## config.mk

```make
export PLATFORM = sky130hd
export DESIGN_NAME = vertex_control_top
export DESIGN_NICKNAME = d
export VERILOG_FILES = /design/src/rtl/vertex_control_pkg.sv /design/src/rtl/vertex_line_fetch.sv /design/src/rtl/wb_read_arbiter.sv /design/src/rtl/vertex_sequencer.sv /design/src/rtl/vertex_job_fifo.sv /design/src/rtl/vertex_control_top.sv
export VERILOG_INCLUDE_DIRS = /design/src /design/src/rtl
export SDC_FILE = /design/constraint.sdc
export NUM_CORES = 2
export LEC_CHECK = 0
export BUFFER_PORTS_ARGS = -buffer_cell sky130_fd_sc_hd__buf_2
export CORE_UTILIZATION = 60
export DETAILED_ROUTE_END_ITERATION = 16
export GPL_TIMING_DRIVEN = 0
export PLACE_DENSITY_LB_ADDON = 0.15
export SLEW_MARGIN = 0
export SYNTH_ARGS = -nofsm -noshare
export SYNTH_HDL_FRONTEND = slang
export SYNTH_HIERARCHICAL = 1
export SYNTH_SLANG_ARGS = --single-unit
```

## constraint.sdc

```tcl
create_clock -name clock -period 13.7 [get_ports clock]
set_clock_uncertainty 0.1 [all_clocks]
set_input_delay 0.685 -clock clock [delete_from_list [all_inputs] [get_ports clock]]
set_output_delay 0.685 -clock clock [all_outputs]
set_load 0.01 [all_outputs]
```

## src/rtl/vertex_control_cfg.svh

```systemverilog
`ifndef VERTEX_CONTROL_CFG_SVH
`define VERTEX_CONTROL_CFG_SVH

// vertices per cache line as a power of two
`define VC_LINE_WORDS 8

// bytes per bus word and per vertex field
`define VC_WORD_BYTES 4
`define VC_WORD_W (`VC_WORD_BYTES * 8)

// wishbone byte address
`define VC_ADDR_W 32

// one full line fits in the job fifo
`define VC_FIFO_DEPTH `VC_LINE_WORDS

// in-degree, out-degree and edge index fetchers
`define VC_NUM_FETCH 3

`endif

```

## src/rtl/vertex_control_pkg.sv

```systemverilog
`include "vertex_control_cfg.svh"

package vertex_control_pkg;

	////////////////////////////////////////
	// vertex record handed to the consumer
	////////////////////////////////////////
	typedef struct packed {
		logic [`VC_WORD_W-1:0] id;
		logic [`VC_WORD_W-1:0] in_degree;
		logic [`VC_WORD_W-1:0] out_degree;
		logic [`VC_WORD_W-1:0] edges_idx;	// first edge of this vertex
	} vertex_t;

	////////////////////////////////////////
	// bus word seen whole or per byte
	////////////////////////////////////////
	typedef union packed {
		logic [`VC_WORD_W-1:0] value;
		logic [`VC_WORD_BYTES-1:0][7:0] bytes;	// bytes[0] is the low byte
	} wb_word_u;

endpackage

```

## src/rtl/vertex_line_fetch.sv

```systemverilog
`include "vertex_control_cfg.svh"

module vertex_line_fetch (
	input  logic clock,
	input  logic rstn,
	input  logic line_start,
	input  logic [`VC_ADDR_W-1:0] line_offset,
	input  logic [`VC_ADDR_W-1:0] base_addr,
	input  logic wb_ack,
	input  vertex_control_pkg::wb_word_u wb_dat_i,
	output logic wb_cyc,
	output logic wb_stb,
	output logic [`VC_ADDR_W-1:0] wb_adr,
	output logic line_ready,
	output logic [`VC_LINE_WORDS-1:0][`VC_WORD_W-1:0] line_data
);

	localparam int CNT_W = $clog2(`VC_LINE_WORDS);
	localparam logic [CNT_W-1:0] LAST_WORD = CNT_W'(`VC_LINE_WORDS - 1);
	localparam logic [`VC_ADDR_W-1:0] WORD_STEP = `VC_WORD_BYTES;

	logic [CNT_W-1:0] word_cnt;
	logic [`VC_ADDR_W-1:0] addr;
	logic take;
	vertex_control_pkg::wb_word_u swapped;

	assign take = wb_cyc && wb_stb && wb_ack;
	assign wb_adr = addr;

	// memory is big-endian
	always_comb begin
		for (int i = 0; i < `VC_WORD_BYTES; i++) begin
			swapped.bytes[i] = wb_dat_i.bytes[`VC_WORD_BYTES-1-i];
		end
	end

	////////////////////////////////////////
	// classic read cycles with cyc held per line
	////////////////////////////////////////
	always_ff @(posedge clock or negedge rstn) begin
		if (!rstn) begin
			wb_cyc     <= 1'b0;
			wb_stb     <= 1'b0;
			line_ready <= 1'b0;
			word_cnt   <= '0;
		end else if (line_start) begin
			wb_cyc     <= 1'b1;
			wb_stb     <= 1'b1;
			line_ready <= 1'b0;
			word_cnt   <= '0;
		end else if (wb_cyc) begin
			if (take) begin
				wb_stb   <= 1'b0;	// idle cycle before next word
				word_cnt <= word_cnt + 1'b1;
				if (word_cnt == LAST_WORD) begin
					wb_cyc     <= 1'b0;
					line_ready <= 1'b1;
				end
			end else begin
				wb_stb <= 1'b1;
			end
		end
	end

	always_ff @(posedge clock) begin
		if (line_start) begin
			addr <= base_addr + line_offset;
		end else if (take) begin
			addr <= addr + WORD_STEP;
		end
		if (take) begin
			line_data[word_cnt] <= swapped.value;
		end
	end

endmodule

```

## src/rtl/wb_read_arbiter.sv

```systemverilog
`include "vertex_control_cfg.svh"

module wb_read_arbiter (
	input  logic clock,
	input  logic rstn,
	input  logic [`VC_NUM_FETCH-1:0] req_cyc,
	input  logic [`VC_NUM_FETCH-1:0] req_stb,
	input  logic [`VC_NUM_FETCH-1:0][`VC_ADDR_W-1:0] req_adr,
	input  logic wb_ack,
	output logic [`VC_NUM_FETCH-1:0] req_ack,
	output logic wb_cyc,
	output logic wb_stb,
	output logic [`VC_ADDR_W-1:0] wb_adr
);

	localparam int IDX_W = $clog2(`VC_NUM_FETCH);

	logic grant_valid;
	logic [IDX_W-1:0] grant_idx;
	logic [IDX_W-1:0] last;	// previous winner
	logic pick_found;
	logic [IDX_W-1:0] pick_idx;
	logic release_grant;

	// search starts just after the last winner
	always_comb begin
		int cand;
		pick_found = 1'b0;
		pick_idx   = last;
		for (int k = 1; k <= `VC_NUM_FETCH; k++) begin
			cand = (int'(last) + k) % `VC_NUM_FETCH;
			if (!pick_found && req_cyc[cand]) begin
				pick_found = 1'b1;
				pick_idx   = IDX_W'(cand);
			end
		end
	end

	assign release_grant = !grant_valid || !req_cyc[grant_idx];

	always_ff @(posedge clock or negedge rstn) begin
		if (!rstn) begin
			grant_valid <= 1'b0;
			grant_idx   <= '0;
			last        <= IDX_W'(`VC_NUM_FETCH - 1);	// fetcher 0 goes first
		end else if (release_grant) begin
			grant_valid <= pick_found;
			if (pick_found) begin
				grant_idx <= pick_idx;
				last      <= pick_idx;
			end
		end
	end

	////////////////////////////////////////
	// shared bus mux
	////////////////////////////////////////
	assign wb_cyc = grant_valid && req_cyc[grant_idx];
	assign wb_stb = grant_valid && req_stb[grant_idx];
	assign wb_adr = req_adr[grant_idx];

	always_comb begin
		req_ack = '0;
		req_ack[grant_idx] = grant_valid && wb_ack;	// only the owner sees ack
	end

endmodule

```

## src/rtl/vertex_sequencer.sv

```systemverilog
`include "vertex_control_cfg.svh"

module vertex_sequencer (
	input  logic clock,
	input  logic rstn,
	input  logic start,
	input  logic [`VC_WORD_W-1:0] num_vertices,
	input  logic [`VC_LINE_WORDS-1:0][`VC_WORD_W-1:0] in_degree_line,
	input  logic [`VC_LINE_WORDS-1:0][`VC_WORD_W-1:0] out_degree_line,
	input  logic [`VC_LINE_WORDS-1:0][`VC_WORD_W-1:0] edges_idx_line,
	input  logic [`VC_NUM_FETCH-1:0] lines_ready,
	input  logic fifo_empty,
	output logic line_start,
	output logic [`VC_ADDR_W-1:0] line_offset,
	output logic push,
	output vertex_control_pkg::vertex_t push_vertex,
	output logic busy
);

	localparam int IDX_W = $clog2(`VC_LINE_WORDS);
	localparam int SIZE_W = IDX_W + 1;
	localparam logic [`VC_WORD_W-1:0] LINE_VERTS = `VC_LINE_WORDS;
	localparam logic [SIZE_W-1:0] FULL_SIZE = `VC_LINE_WORDS;
	localparam logic [`VC_ADDR_W-1:0] LINE_BYTES = `VC_LINE_WORDS * `VC_WORD_BYTES;

	localparam logic [2:0] S_IDLE = 3'd0;
	localparam logic [2:0] S_REQ = 3'd1;
	localparam logic [2:0] S_WAIT = 3'd2;
	localparam logic [2:0] S_UNPACK = 3'd3;
	localparam logic [2:0] S_WAIT_EMPTY = 3'd4;

	logic [2:0] state;
	logic [`VC_WORD_W-1:0] remaining;	// vertices not yet requested
	logic [`VC_WORD_W-1:0] next_id;
	logic [SIZE_W-1:0] real_size;
	logic [IDX_W-1:0] unpack_idx;
	logic last_word;

	assign busy = state != S_IDLE;
	assign last_word = {1'b0, unpack_idx} == real_size - 1'b1;

	////////////////////////////////////////
	// line sequencing
	////////////////////////////////////////
	always_ff @(posedge clock or negedge rstn) begin
		if (!rstn) begin
			state       <= S_IDLE;
			remaining   <= '0;
			next_id     <= '0;
			line_offset <= '0;
			real_size   <= '0;
			unpack_idx  <= '0;
			line_start  <= 1'b0;
		end else begin
			line_start <= 1'b0;
			case (state)
				S_IDLE: begin
					if (start) begin
						remaining   <= num_vertices;
						next_id     <= '0;
						line_offset <= '0;
						state       <= S_REQ;
					end
				end
				S_REQ: begin
					if (remaining == '0) begin
						state <= S_WAIT_EMPTY;
					end else if (fifo_empty) begin	// whole line must fit
						if (remaining >= LINE_VERTS) begin
							real_size <= FULL_SIZE;
							remaining <= remaining - LINE_VERTS;
						end else begin
							real_size <= remaining[SIZE_W-1:0];	// tail line
							remaining <= '0;
						end
						line_start <= 1'b1;
						state      <= S_WAIT;
					end
				end
				S_WAIT: begin
					// ready flags still show the old line while line_start is high
					if (!line_start && &lines_ready) begin
						unpack_idx <= '0;
						state      <= S_UNPACK;
					end
				end
				S_UNPACK: begin
					next_id    <= next_id + 1'b1;	// dropped vertices keep their id
					unpack_idx <= unpack_idx + 1'b1;
					if (last_word) begin
						line_offset <= line_offset + LINE_BYTES;
						state       <= (remaining == '0) ? S_WAIT_EMPTY : S_REQ;
					end
				end
				S_WAIT_EMPTY: begin
					if (fifo_empty) begin
						state <= S_IDLE;
					end
				end
				default: state <= S_IDLE;
			endcase
		end
	end

	////////////////////////////////////////
	// unpack and zero-degree filter
	////////////////////////////////////////
	always_comb begin
		push_vertex.id         = next_id;
		push_vertex.in_degree  = in_degree_line[unpack_idx];
		push_vertex.out_degree = out_degree_line[unpack_idx];
		push_vertex.edges_idx  = edges_idx_line[unpack_idx];
	end

	assign push = (state == S_UNPACK) &&
		((|push_vertex.in_degree) || (|push_vertex.out_degree));

endmodule

```

## src/rtl/vertex_job_fifo.sv

```systemverilog
`include "vertex_control_cfg.svh"

module vertex_job_fifo (
	input  logic clock,
	input  logic rstn,
	input  logic push,
	input  vertex_control_pkg::vertex_t push_vertex,
	input  logic pop,
	output vertex_control_pkg::vertex_t vertex,
	output logic vertex_valid,
	output logic empty
);

	localparam int PTR_W = $clog2(`VC_FIFO_DEPTH);
	localparam logic [PTR_W:0] DEPTH = `VC_FIFO_DEPTH;

	vertex_control_pkg::vertex_t mem [`VC_FIFO_DEPTH];
	logic [PTR_W-1:0] wr_ptr;
	logic [PTR_W-1:0] rd_ptr;
	logic [PTR_W:0] count;
	logic do_push;
	logic do_pop;

	assign do_push = push && (count != DEPTH);
	assign do_pop = pop && vertex_valid;

	// head is always on the output
	assign vertex = mem[rd_ptr];
	assign vertex_valid = count != '0;
	assign empty = count == '0;

	always_ff @(posedge clock or negedge rstn) begin
		if (!rstn) begin
			wr_ptr <= '0;
			rd_ptr <= '0;
			count  <= '0;
		end else begin
			if (do_push) begin
				wr_ptr <= wr_ptr + 1'b1;	// depth is a power of two
			end
			if (do_pop) begin
				rd_ptr <= rd_ptr + 1'b1;
			end
			if (do_push && !do_pop) begin
				count <= count + 1'b1;
			end else if (do_pop && !do_push) begin
				count <= count - 1'b1;
			end
		end
	end

	always_ff @(posedge clock) begin
		if (do_push) begin
			mem[wr_ptr] <= push_vertex;
		end
	end

endmodule

```

## src/rtl/vertex_control_top.sv

```systemverilog
`include "vertex_control_cfg.svh"

module vertex_control_top (
	input  logic clock,
	input  logic rstn,
	input  logic start,
	input  logic [`VC_WORD_W-1:0] num_vertices,
	input  logic [`VC_ADDR_W-1:0] in_degree_base,
	input  logic [`VC_ADDR_W-1:0] out_degree_base,
	input  logic [`VC_ADDR_W-1:0] edges_idx_base,
	input  logic vertex_pop,
	input  vertex_control_pkg::wb_word_u wb_dat_i,
	input  logic wb_ack,
	output logic wb_cyc,
	output logic wb_stb,
	output logic [`VC_ADDR_W-1:0] wb_adr,
	output logic wb_we,
	output vertex_control_pkg::vertex_t vertex,
	output logic vertex_valid,
	output logic busy
);

	logic [`VC_NUM_FETCH-1:0][`VC_ADDR_W-1:0] fetch_base;
	logic [`VC_NUM_FETCH-1:0] fetch_cyc;
	logic [`VC_NUM_FETCH-1:0] fetch_stb;
	logic [`VC_NUM_FETCH-1:0][`VC_ADDR_W-1:0] fetch_adr;
	logic [`VC_NUM_FETCH-1:0] fetch_ack;
	logic [`VC_NUM_FETCH-1:0] fetch_ready;
	logic [`VC_NUM_FETCH-1:0][`VC_LINE_WORDS-1:0][`VC_WORD_W-1:0] fetch_line;
	logic line_start;
	logic [`VC_ADDR_W-1:0] line_offset;
	logic push;
	vertex_control_pkg::vertex_t push_vertex;
	logic fifo_empty;

	assign wb_we = 1'b0;	// read-only master
	// 0 in-degree, 1 out-degree, 2 edge index
	assign fetch_base = {edges_idx_base, out_degree_base, in_degree_base};

	////////////////////////////////////////
	// array fetchers on the shared bus
	////////////////////////////////////////
	for (genvar i = 0; i < `VC_NUM_FETCH; i++) begin : g_fetch
		vertex_line_fetch vertex_line_fetch_inst (
			.clock(clock),
			.rstn(rstn),
			.line_start(line_start),
			.line_offset(line_offset),
			.base_addr(fetch_base[i]),
			.wb_ack(fetch_ack[i]),
			.wb_dat_i(wb_dat_i),
			.wb_cyc(fetch_cyc[i]),
			.wb_stb(fetch_stb[i]),
			.wb_adr(fetch_adr[i]),
			.line_ready(fetch_ready[i]),
			.line_data(fetch_line[i])
		);
	end

	wb_read_arbiter wb_read_arbiter_inst (
		.clock(clock),
		.rstn(rstn),
		.req_cyc(fetch_cyc),
		.req_stb(fetch_stb),
		.req_adr(fetch_adr),
		.wb_ack(wb_ack),
		.req_ack(fetch_ack),
		.wb_cyc(wb_cyc),
		.wb_stb(wb_stb),
		.wb_adr(wb_adr)
	);

	vertex_sequencer vertex_sequencer_inst (
		.clock(clock),
		.rstn(rstn),
		.start(start),
		.num_vertices(num_vertices),
		.in_degree_line(fetch_line[0]),
		.out_degree_line(fetch_line[1]),
		.edges_idx_line(fetch_line[2]),
		.lines_ready(fetch_ready),
		.fifo_empty(fifo_empty),
		.line_start(line_start),
		.line_offset(line_offset),
		.push(push),
		.push_vertex(push_vertex),
		.busy(busy)
	);

	vertex_job_fifo vertex_job_fifo_inst (
		.clock(clock),
		.rstn(rstn),
		.push(push),
		.push_vertex(push_vertex),
		.pop(vertex_pop),
		.vertex(vertex),
		.vertex_valid(vertex_valid),
		.empty(fifo_empty)
	);

endmodule

```

# [Word-level counts from Yosys, hierarchy flattened]
# Memory sizes are Yosys's and may differ from the RTL's.
# Cells that the tools add are included.
[totals] reg_bits=1004 in_bits=165 elab_cells=285 memories=1 out_inout_bits=165 mem_bits_rw=1024
[memory_table] memory="vertex_job_fifo_inst.mem" words=8 word_bits=128 read_ports=1 rd_clocked_by_memory_dff=0 wr=1 line_no="vertex_job_fifo.sv:17" text="vertex_control_pkg::vertex_t mem [`VC_FIFO_DEPTH];"
[classes] n_eq_ne=16 n_div=3 n_lt_le_gt_ge=13 n_reduce_logical=64 n_addsub=21 bitwise_logic=2 mux=113
[op_table] op="256-bit bitwise mux" n=3
[op_table] op="32-bit 2-to-1 mux" n=19
[op_table] op="32-bit binary-select mux with 3-bit select" n=3
[op_table] op="32-bit demux with 3-bit select" n=3
[op_table] op="32-bit one-hot mux with 2 select lines" n=3
[op_table] op="32-bit by 3-bit adder with 32-bit output (second input constant)" n=3
[op_table] op="32-bit adder" n=3
[op_table] op="32-bit by 4-bit less-than comparator with 1-bit output (second input constant)" n=3
[op_table] op="32-bit by 3-bit modulo with 32-bit output (second input constant)" n=3
[op_table] op="32-bit binary-select mux with 2-bit select" n=1
[op_table] op="32-bit OR reduction" n=2
[op_table] op="3-bit 2-to-1 mux" n=17
[op_table] op="1-bit 2-to-1 mux" n=50
[op_table] op="32-bit by 1-bit adder with 32-bit output (second input constant)" n=1
[op_table] op="32-bit by 6-bit adder with 32-bit output (second input constant)" n=1
[op_table] op="32-bit by 4-bit greater-or-equal comparator with 1-bit output (second input constant)" n=1
[op_table] op="32-bit zero test" n=1
[op_table] op="32-bit by 4-bit subtractor with 32-bit output (second input constant)" n=1
[op_table] op="2-bit nonzero test" n=13
[op_table] op="1-bit logical AND" n=21
[op_table] op="3-bit by 1-bit adder with 3-bit output (second input constant)" n=6
[op_table] op="3-bit AND reduction" n=6
[op_table] op="3-bit by 4-bit less-than comparator with 1-bit output (second input constant)" n=4
[op_table] op="3-bit one-hot mux with 5 select lines" n=1
[op_table] op="other kinds (31)" n=63

# [Logic depth before layout (Yosys ltp)]
[depth] ltp_word=13 mapped_depth=19 depth_no_buf=15

# [Hierarchy]
# The synthesis kept the hierarchy.
[modules_own_cells] mod="vertex_job_fifo" n_inst=1 seq_area_each_um2=30999.7 cells_per_inst=1543 area_each_um2=39056.2
[modules_own_cells] mod="vertex_line_fetch at g_fetch[2].vertex_line_fetch_inst" n_inst=1 seq_area_each_um2=8798.4 cells_per_inst=750 area_each_um2=11741.3
[modules_own_cells] mod="vertex_line_fetch at g_fetch[0].vertex_line_fetch_inst" n_inst=1 seq_area_each_um2=8798.4 cells_per_inst=700 area_each_um2=11567.3
[modules_own_cells] mod="vertex_line_fetch at g_fetch[1].vertex_line_fetch_inst" n_inst=1 seq_area_each_um2=8798.4 cells_per_inst=694 area_each_um2=11409.7
[modules_own_cells] mod="vertex_sequencer" n_inst=1 seq_area_each_um2=2552.4 cells_per_inst=1180 area_each_um2=11230.8
[modules_own_cells] mod="wb_read_arbiter" n_inst=1 seq_area_each_um2=101.3 cells_per_inst=162 area_each_um2=1108.6
[modules_own_cells] mod="vertex_control_top" n_inst=1 seq_area_each_um2=0.0 cells_per_inst=2 area_each_um2=11.3

# [Worst setup path after synthesis]
# Ideal clock, no wire load.
[synth_timing] path_type="flip-flop to flip-flop" startpoint="register vertex_sequencer_inst.unpack_idx[0]" endpoint="memory vertex_job_fifo_inst/mem[1][0] (netlist bit) (enable)" synth_period_minus_slack_ps=11991 arrival_ps=11120 setup_time_ps=772 n_path_buf=4 path_stages_with_launch=14 path_slack_ps=1709 t_required_ps=12828 path_cell_list="dfrtp_1 -> clkbuf_1 -> buf_2 -> buf_2 -> buf_2 -> mux2i_1 -> o22ai_1 -> a21o_1 -> nor4_1 -> nand4_1 -> nor2_1 -> a21oi_1 -> nand3_1 -> nor3_1"
[synth_lines] item="start: declaration" line_no="vertex_sequencer.sv:36" text="logic [IDX_W-1:0] unpack_idx;"
[synth_lines] item="start signal: assignment" line_no="vertex_sequencer.sv:89" text="unpack_idx <= unpack_idx + 1'b1;"
[synth_lines] item="end: declaration" line_no="vertex_job_fifo.sv:17"

==> results.md <==
* GP Congestion at a little over 0.9
* Largest area contributor in the netlist: edfxtp_1
* Initial Utilization at 0.6068
* Grt total ovfl at 0
* Levels on crit path at 20
* Most common cell in the netlist: edfxtp_1
* Clock latency on the worst-skew pair at 0.84 ns
* Clk slew on worst S/H paths at 0.06 ns
* # port buffers at between 300 and 400
* Vias in the first global route at between 40000 and 50000
* Predominant post-synthesis flop cell: edfxtp_1
* Register Area at 60050 um2
* Routed len/inst at 28.76 um
* Slew margin rel. at 0.05465
* HP Class: input pin to flip-flop
* Io pins at 330
* Multi-input logic area at 24740 um2
* Setup WS post-layout at 6.021 ns
* Die ar. at 145100 um2
* Routed vias at 50110
* Mean Syn Cell Area at roughly 17 um2
* Worst setup EP type: flip-flop
* Ranking of synthesized cells by area: edfxtp_1 66%, mux4_2 10%, dfrtp_1 3.9%, mux2i_1 2.2%, mux2_2 1.8%
* Final setup viols at 0
* Power per cell area at 222.6 nW/um2
* CP max stage cell: nor3_2
* Crit-path max FO at 10
* Top cells by count, synth: 1888 x edfxtp_1, 384 x mux4_2, 343 x nand2_1
* Die height at between 300 and 400 um
* Total CTS buffers at 194
* Routed vias/inst at about 6.5
* Arrival @ worst endpoint at 8.10 ns
* Sink Count at between 2000 and 2500
* Initial antenna violation count at 10
* RSZ-0062 raised after global routing: no
* Core area at 141900 um2
* Reg2reg setup slack at 6.02 ns
* Startpoint Class: flip-flop
* EDFF count, synth at about 1900
* Root buffer cell: clkbuf_16
* CP Capture Point: vertex_job_fifo_inst/mem[1][84]
* Worst slew pin tran at 1.415 ns
* Cell variety after synth at around 110
* Layout area overhead at 14.53%
* CTS Hold Bufs at 12
* Max_cap viols at 0
* Part of the cycle the worst path needs at 0.5605
* VDD IR-drop max at 0.1626 mV
* RR Endpoint: vertex_job_fifo_inst/mem[1][84]
* Pre-CTS WS at just over 6 ns
* HPWL Detailed at 151.6 mm
* Row count at between 100 and 150
* CP cell instances: clkbuf_1, buf_2, clkbuf_1, buf_2, mux2i_1, o22ai_1, a21o_1, nor4_1, nand4_1, nor2_1, a21oi_1, nand3_1, nor3_2, buf_6, buf_6, buf_6, buf_6, buf_6, buf_8, buf_6
* DRT antenna net count at 0
* Ys Warns at 6
* Overall routing resource usage at 0.3084
* Dpl cells at 7379
* Largest net degree at the start of global routing at 90
* Setup bufs post-CTS at 0
* Ys async rst share at 0.06627
* Crit-path leading delay family: buffers and inverters
* RR Startpoint: vertex_sequencer_inst/unpack_idx[0]
* FILL cells at roughly 9000
* Layout cell share with drive strength beyond 1 at 0.2457
* Global-route wire length before repair at 325.3 mm
* Tmin final at 7.679 ns
* Final Util at 0.6950
* Buf/Inv on CP at 11
* Die Wd at around 380 um
* Non-Filler Instances at ~7800
* Outcome: finished clean
* Yosys reg bits at 2022
* Post-Syn Instances at 5031
* Cells on worst reg2reg path at 20
* Most used cell, CP: buf_6
* Total Power at around 22 mW
* Register area share after synthesis at 0.6972
* Mapped cell area at 86130 um2
* LEAKAGE at about 34 nW
* Drt first pass iters at 5
* CP max stage delay at 0.75 ns
* Worst setup startpoint: vertex_sequencer_inst/unpack_idx[0]
* Post-synth top area share at 0.6583
* Fin. Hold Viols at 0
* Max Slew Vio Count at 0
* Worst hold start: num_vertices[10]
* H-tree Lvls at 4
* CTS tree: yes
* WS Path Type: flip-flop to flip-flop
* Initial drt markers at roughly 5600
* CP required at 14.12 ns
* Routed WL at approximately 220 mm
* Fmax at 130.2 MHz
* Drt drc at 0
* PostCTS Resize Cnt at 0
* Clk buf depth at 3
* Final Net Count at around 6000
==> per-stage QoR <==
stage	hold WS (ns)	area [um2]	setup TNS, ns
finish	0.06036	98640	0
global route	0.04017	98640	0
CTS	0.001377	98630	0
detailed placement	0.3862	92210	0
global placement	0.3717	90150	-4267.65
floorplan	0.2894	86140	0
==> power by group <==
part	total, mW	switching, mW	internal, mW
logic	7.75	4.78	2.97
registers	8.91	0.512	8.40
clock network	5.29	2.29	3.01
total	22.0	7.58	14.4
==> logic make-up after synthesis <==
family / share of synthesized area
other cells: 0.00008720
fa+ha+maj: 0.01778
flops: 0.6972
buf+inv: 0.01807
xor+xnor: 0.01831
compound gates: 0.05573
mux: 0.1400
simple gates: 0.05284
==> layout by cell type, fill, tap and decap left out, types with 109 or more instances in the layout <==
cell       instances
mux2_2           138
a21oi_1          173
buf_2            378
mux4_2           384
ha_1             116
xnor2_1          109
edfxtp_1        1888
nor2_1           177
nand2_1          342
dfrtp_1          133
mux2i_1          185
clkbuf_16        195
o21ai_0          181
clkbuf_1         144
==> flip-flops by register name (all words and copies together), names as in the netlist <==
name                                       flops
vertex_job_fifo_inst/rd_ptr                    3
g_fetch.vertex_line_fetch_inst/wb_cyc          3
g_fetch.vertex_line_fetch_inst/word_cnt        9
vertex_sequencer_inst/next_id                 32
vertex_sequencer_inst/line_start               1
vertex_job_fifo_inst/count                     4
vertex_sequencer_inst/unpack_idx               3
vertex_job_fifo_inst/mem                    1024
g_fetch.vertex_line_fetch_inst/line_ready      3
vertex_sequencer_inst/state                    3
g_fetch.vertex_line_fetch_inst/wb_adr         96
g_fetch.vertex_line_fetch_inst/wb_stb          3
wb_read_arbiter_inst/last                      1
wb_read_arbiter_inst/grant_valid               1
g_fetch.vertex_line_fetch_inst/line_data     768
vertex_sequencer_inst/remaining               32
vertex_job_fifo_inst/wr_ptr                    3
wb_read_arbiter_inst/grant_idx                 2
vertex_sequencer_inst/line_offset             27
vertex_sequencer_inst/real_size                4
==> final cells by class <==
| class | count | area share |
|---|---|---|
| flip-flops and latches | 2022 | 0.6088 |
| multi-input cells | 2701 | 0.2508 |
| clock buffers | 242 | 0.05207 |
| repair buffers | 466 | 0.03668 |
| well taps | 1890 | 0.02397 |
| plain buffers | 237 | 0.01293 |
| clock inverters | 117 | 0.01182 |
| inverters | 75 | 0.002854 |
| diodes | 3 | 0.00007611 |
==> tightest hold or removal path: stages <==
cell	delay (ns)
buf_2	0.09
a21oi_1	0.05
o21ai_1	0.12
==> routing by layer <==
| metal | wire, um | vias up | global-route usage | share of wire |
|---|---|---|---|---|
| met4 | 7191 | 6 | 0.09921 | 0.032 |
| met5 | 40 | - | 0 | 0.00018 |
| met2 | 107000 | 2477 | 0.4881 | 0.48 |
| met3 | 20440 | 362 | 0.05642 | 0.092 |
| li1 | - | 21450 | - | - |
| met1 | 88360 | 25820 | 0.4395 | 0.40 |
==> worst min-delay path by stage <==
| stage | depth (start not counted) | endpoint | slack [ns] |
|---|---|---|---|
| after floorplan | 0 | g_fetch[0].vertex_line_fetch_inst/line_ready | 0.29 |
| after global placement | 2 | g_fetch[2].vertex_line_fetch_inst/line_ready | 0.37 |
| after detailed placement | 2 | g_fetch[1].vertex_line_fetch_inst/line_ready | 0.39 |
| after CTS | 3 | vertex_sequencer_inst/remaining[29] | 0.001 |
| after global routing | 3 | vertex_sequencer_inst/remaining[18] | 0.04 |
| final | 3 | vertex_sequencer_inst/remaining[10] | 0.06 |
Note: power is estimated with default switching activity, not from simulation.
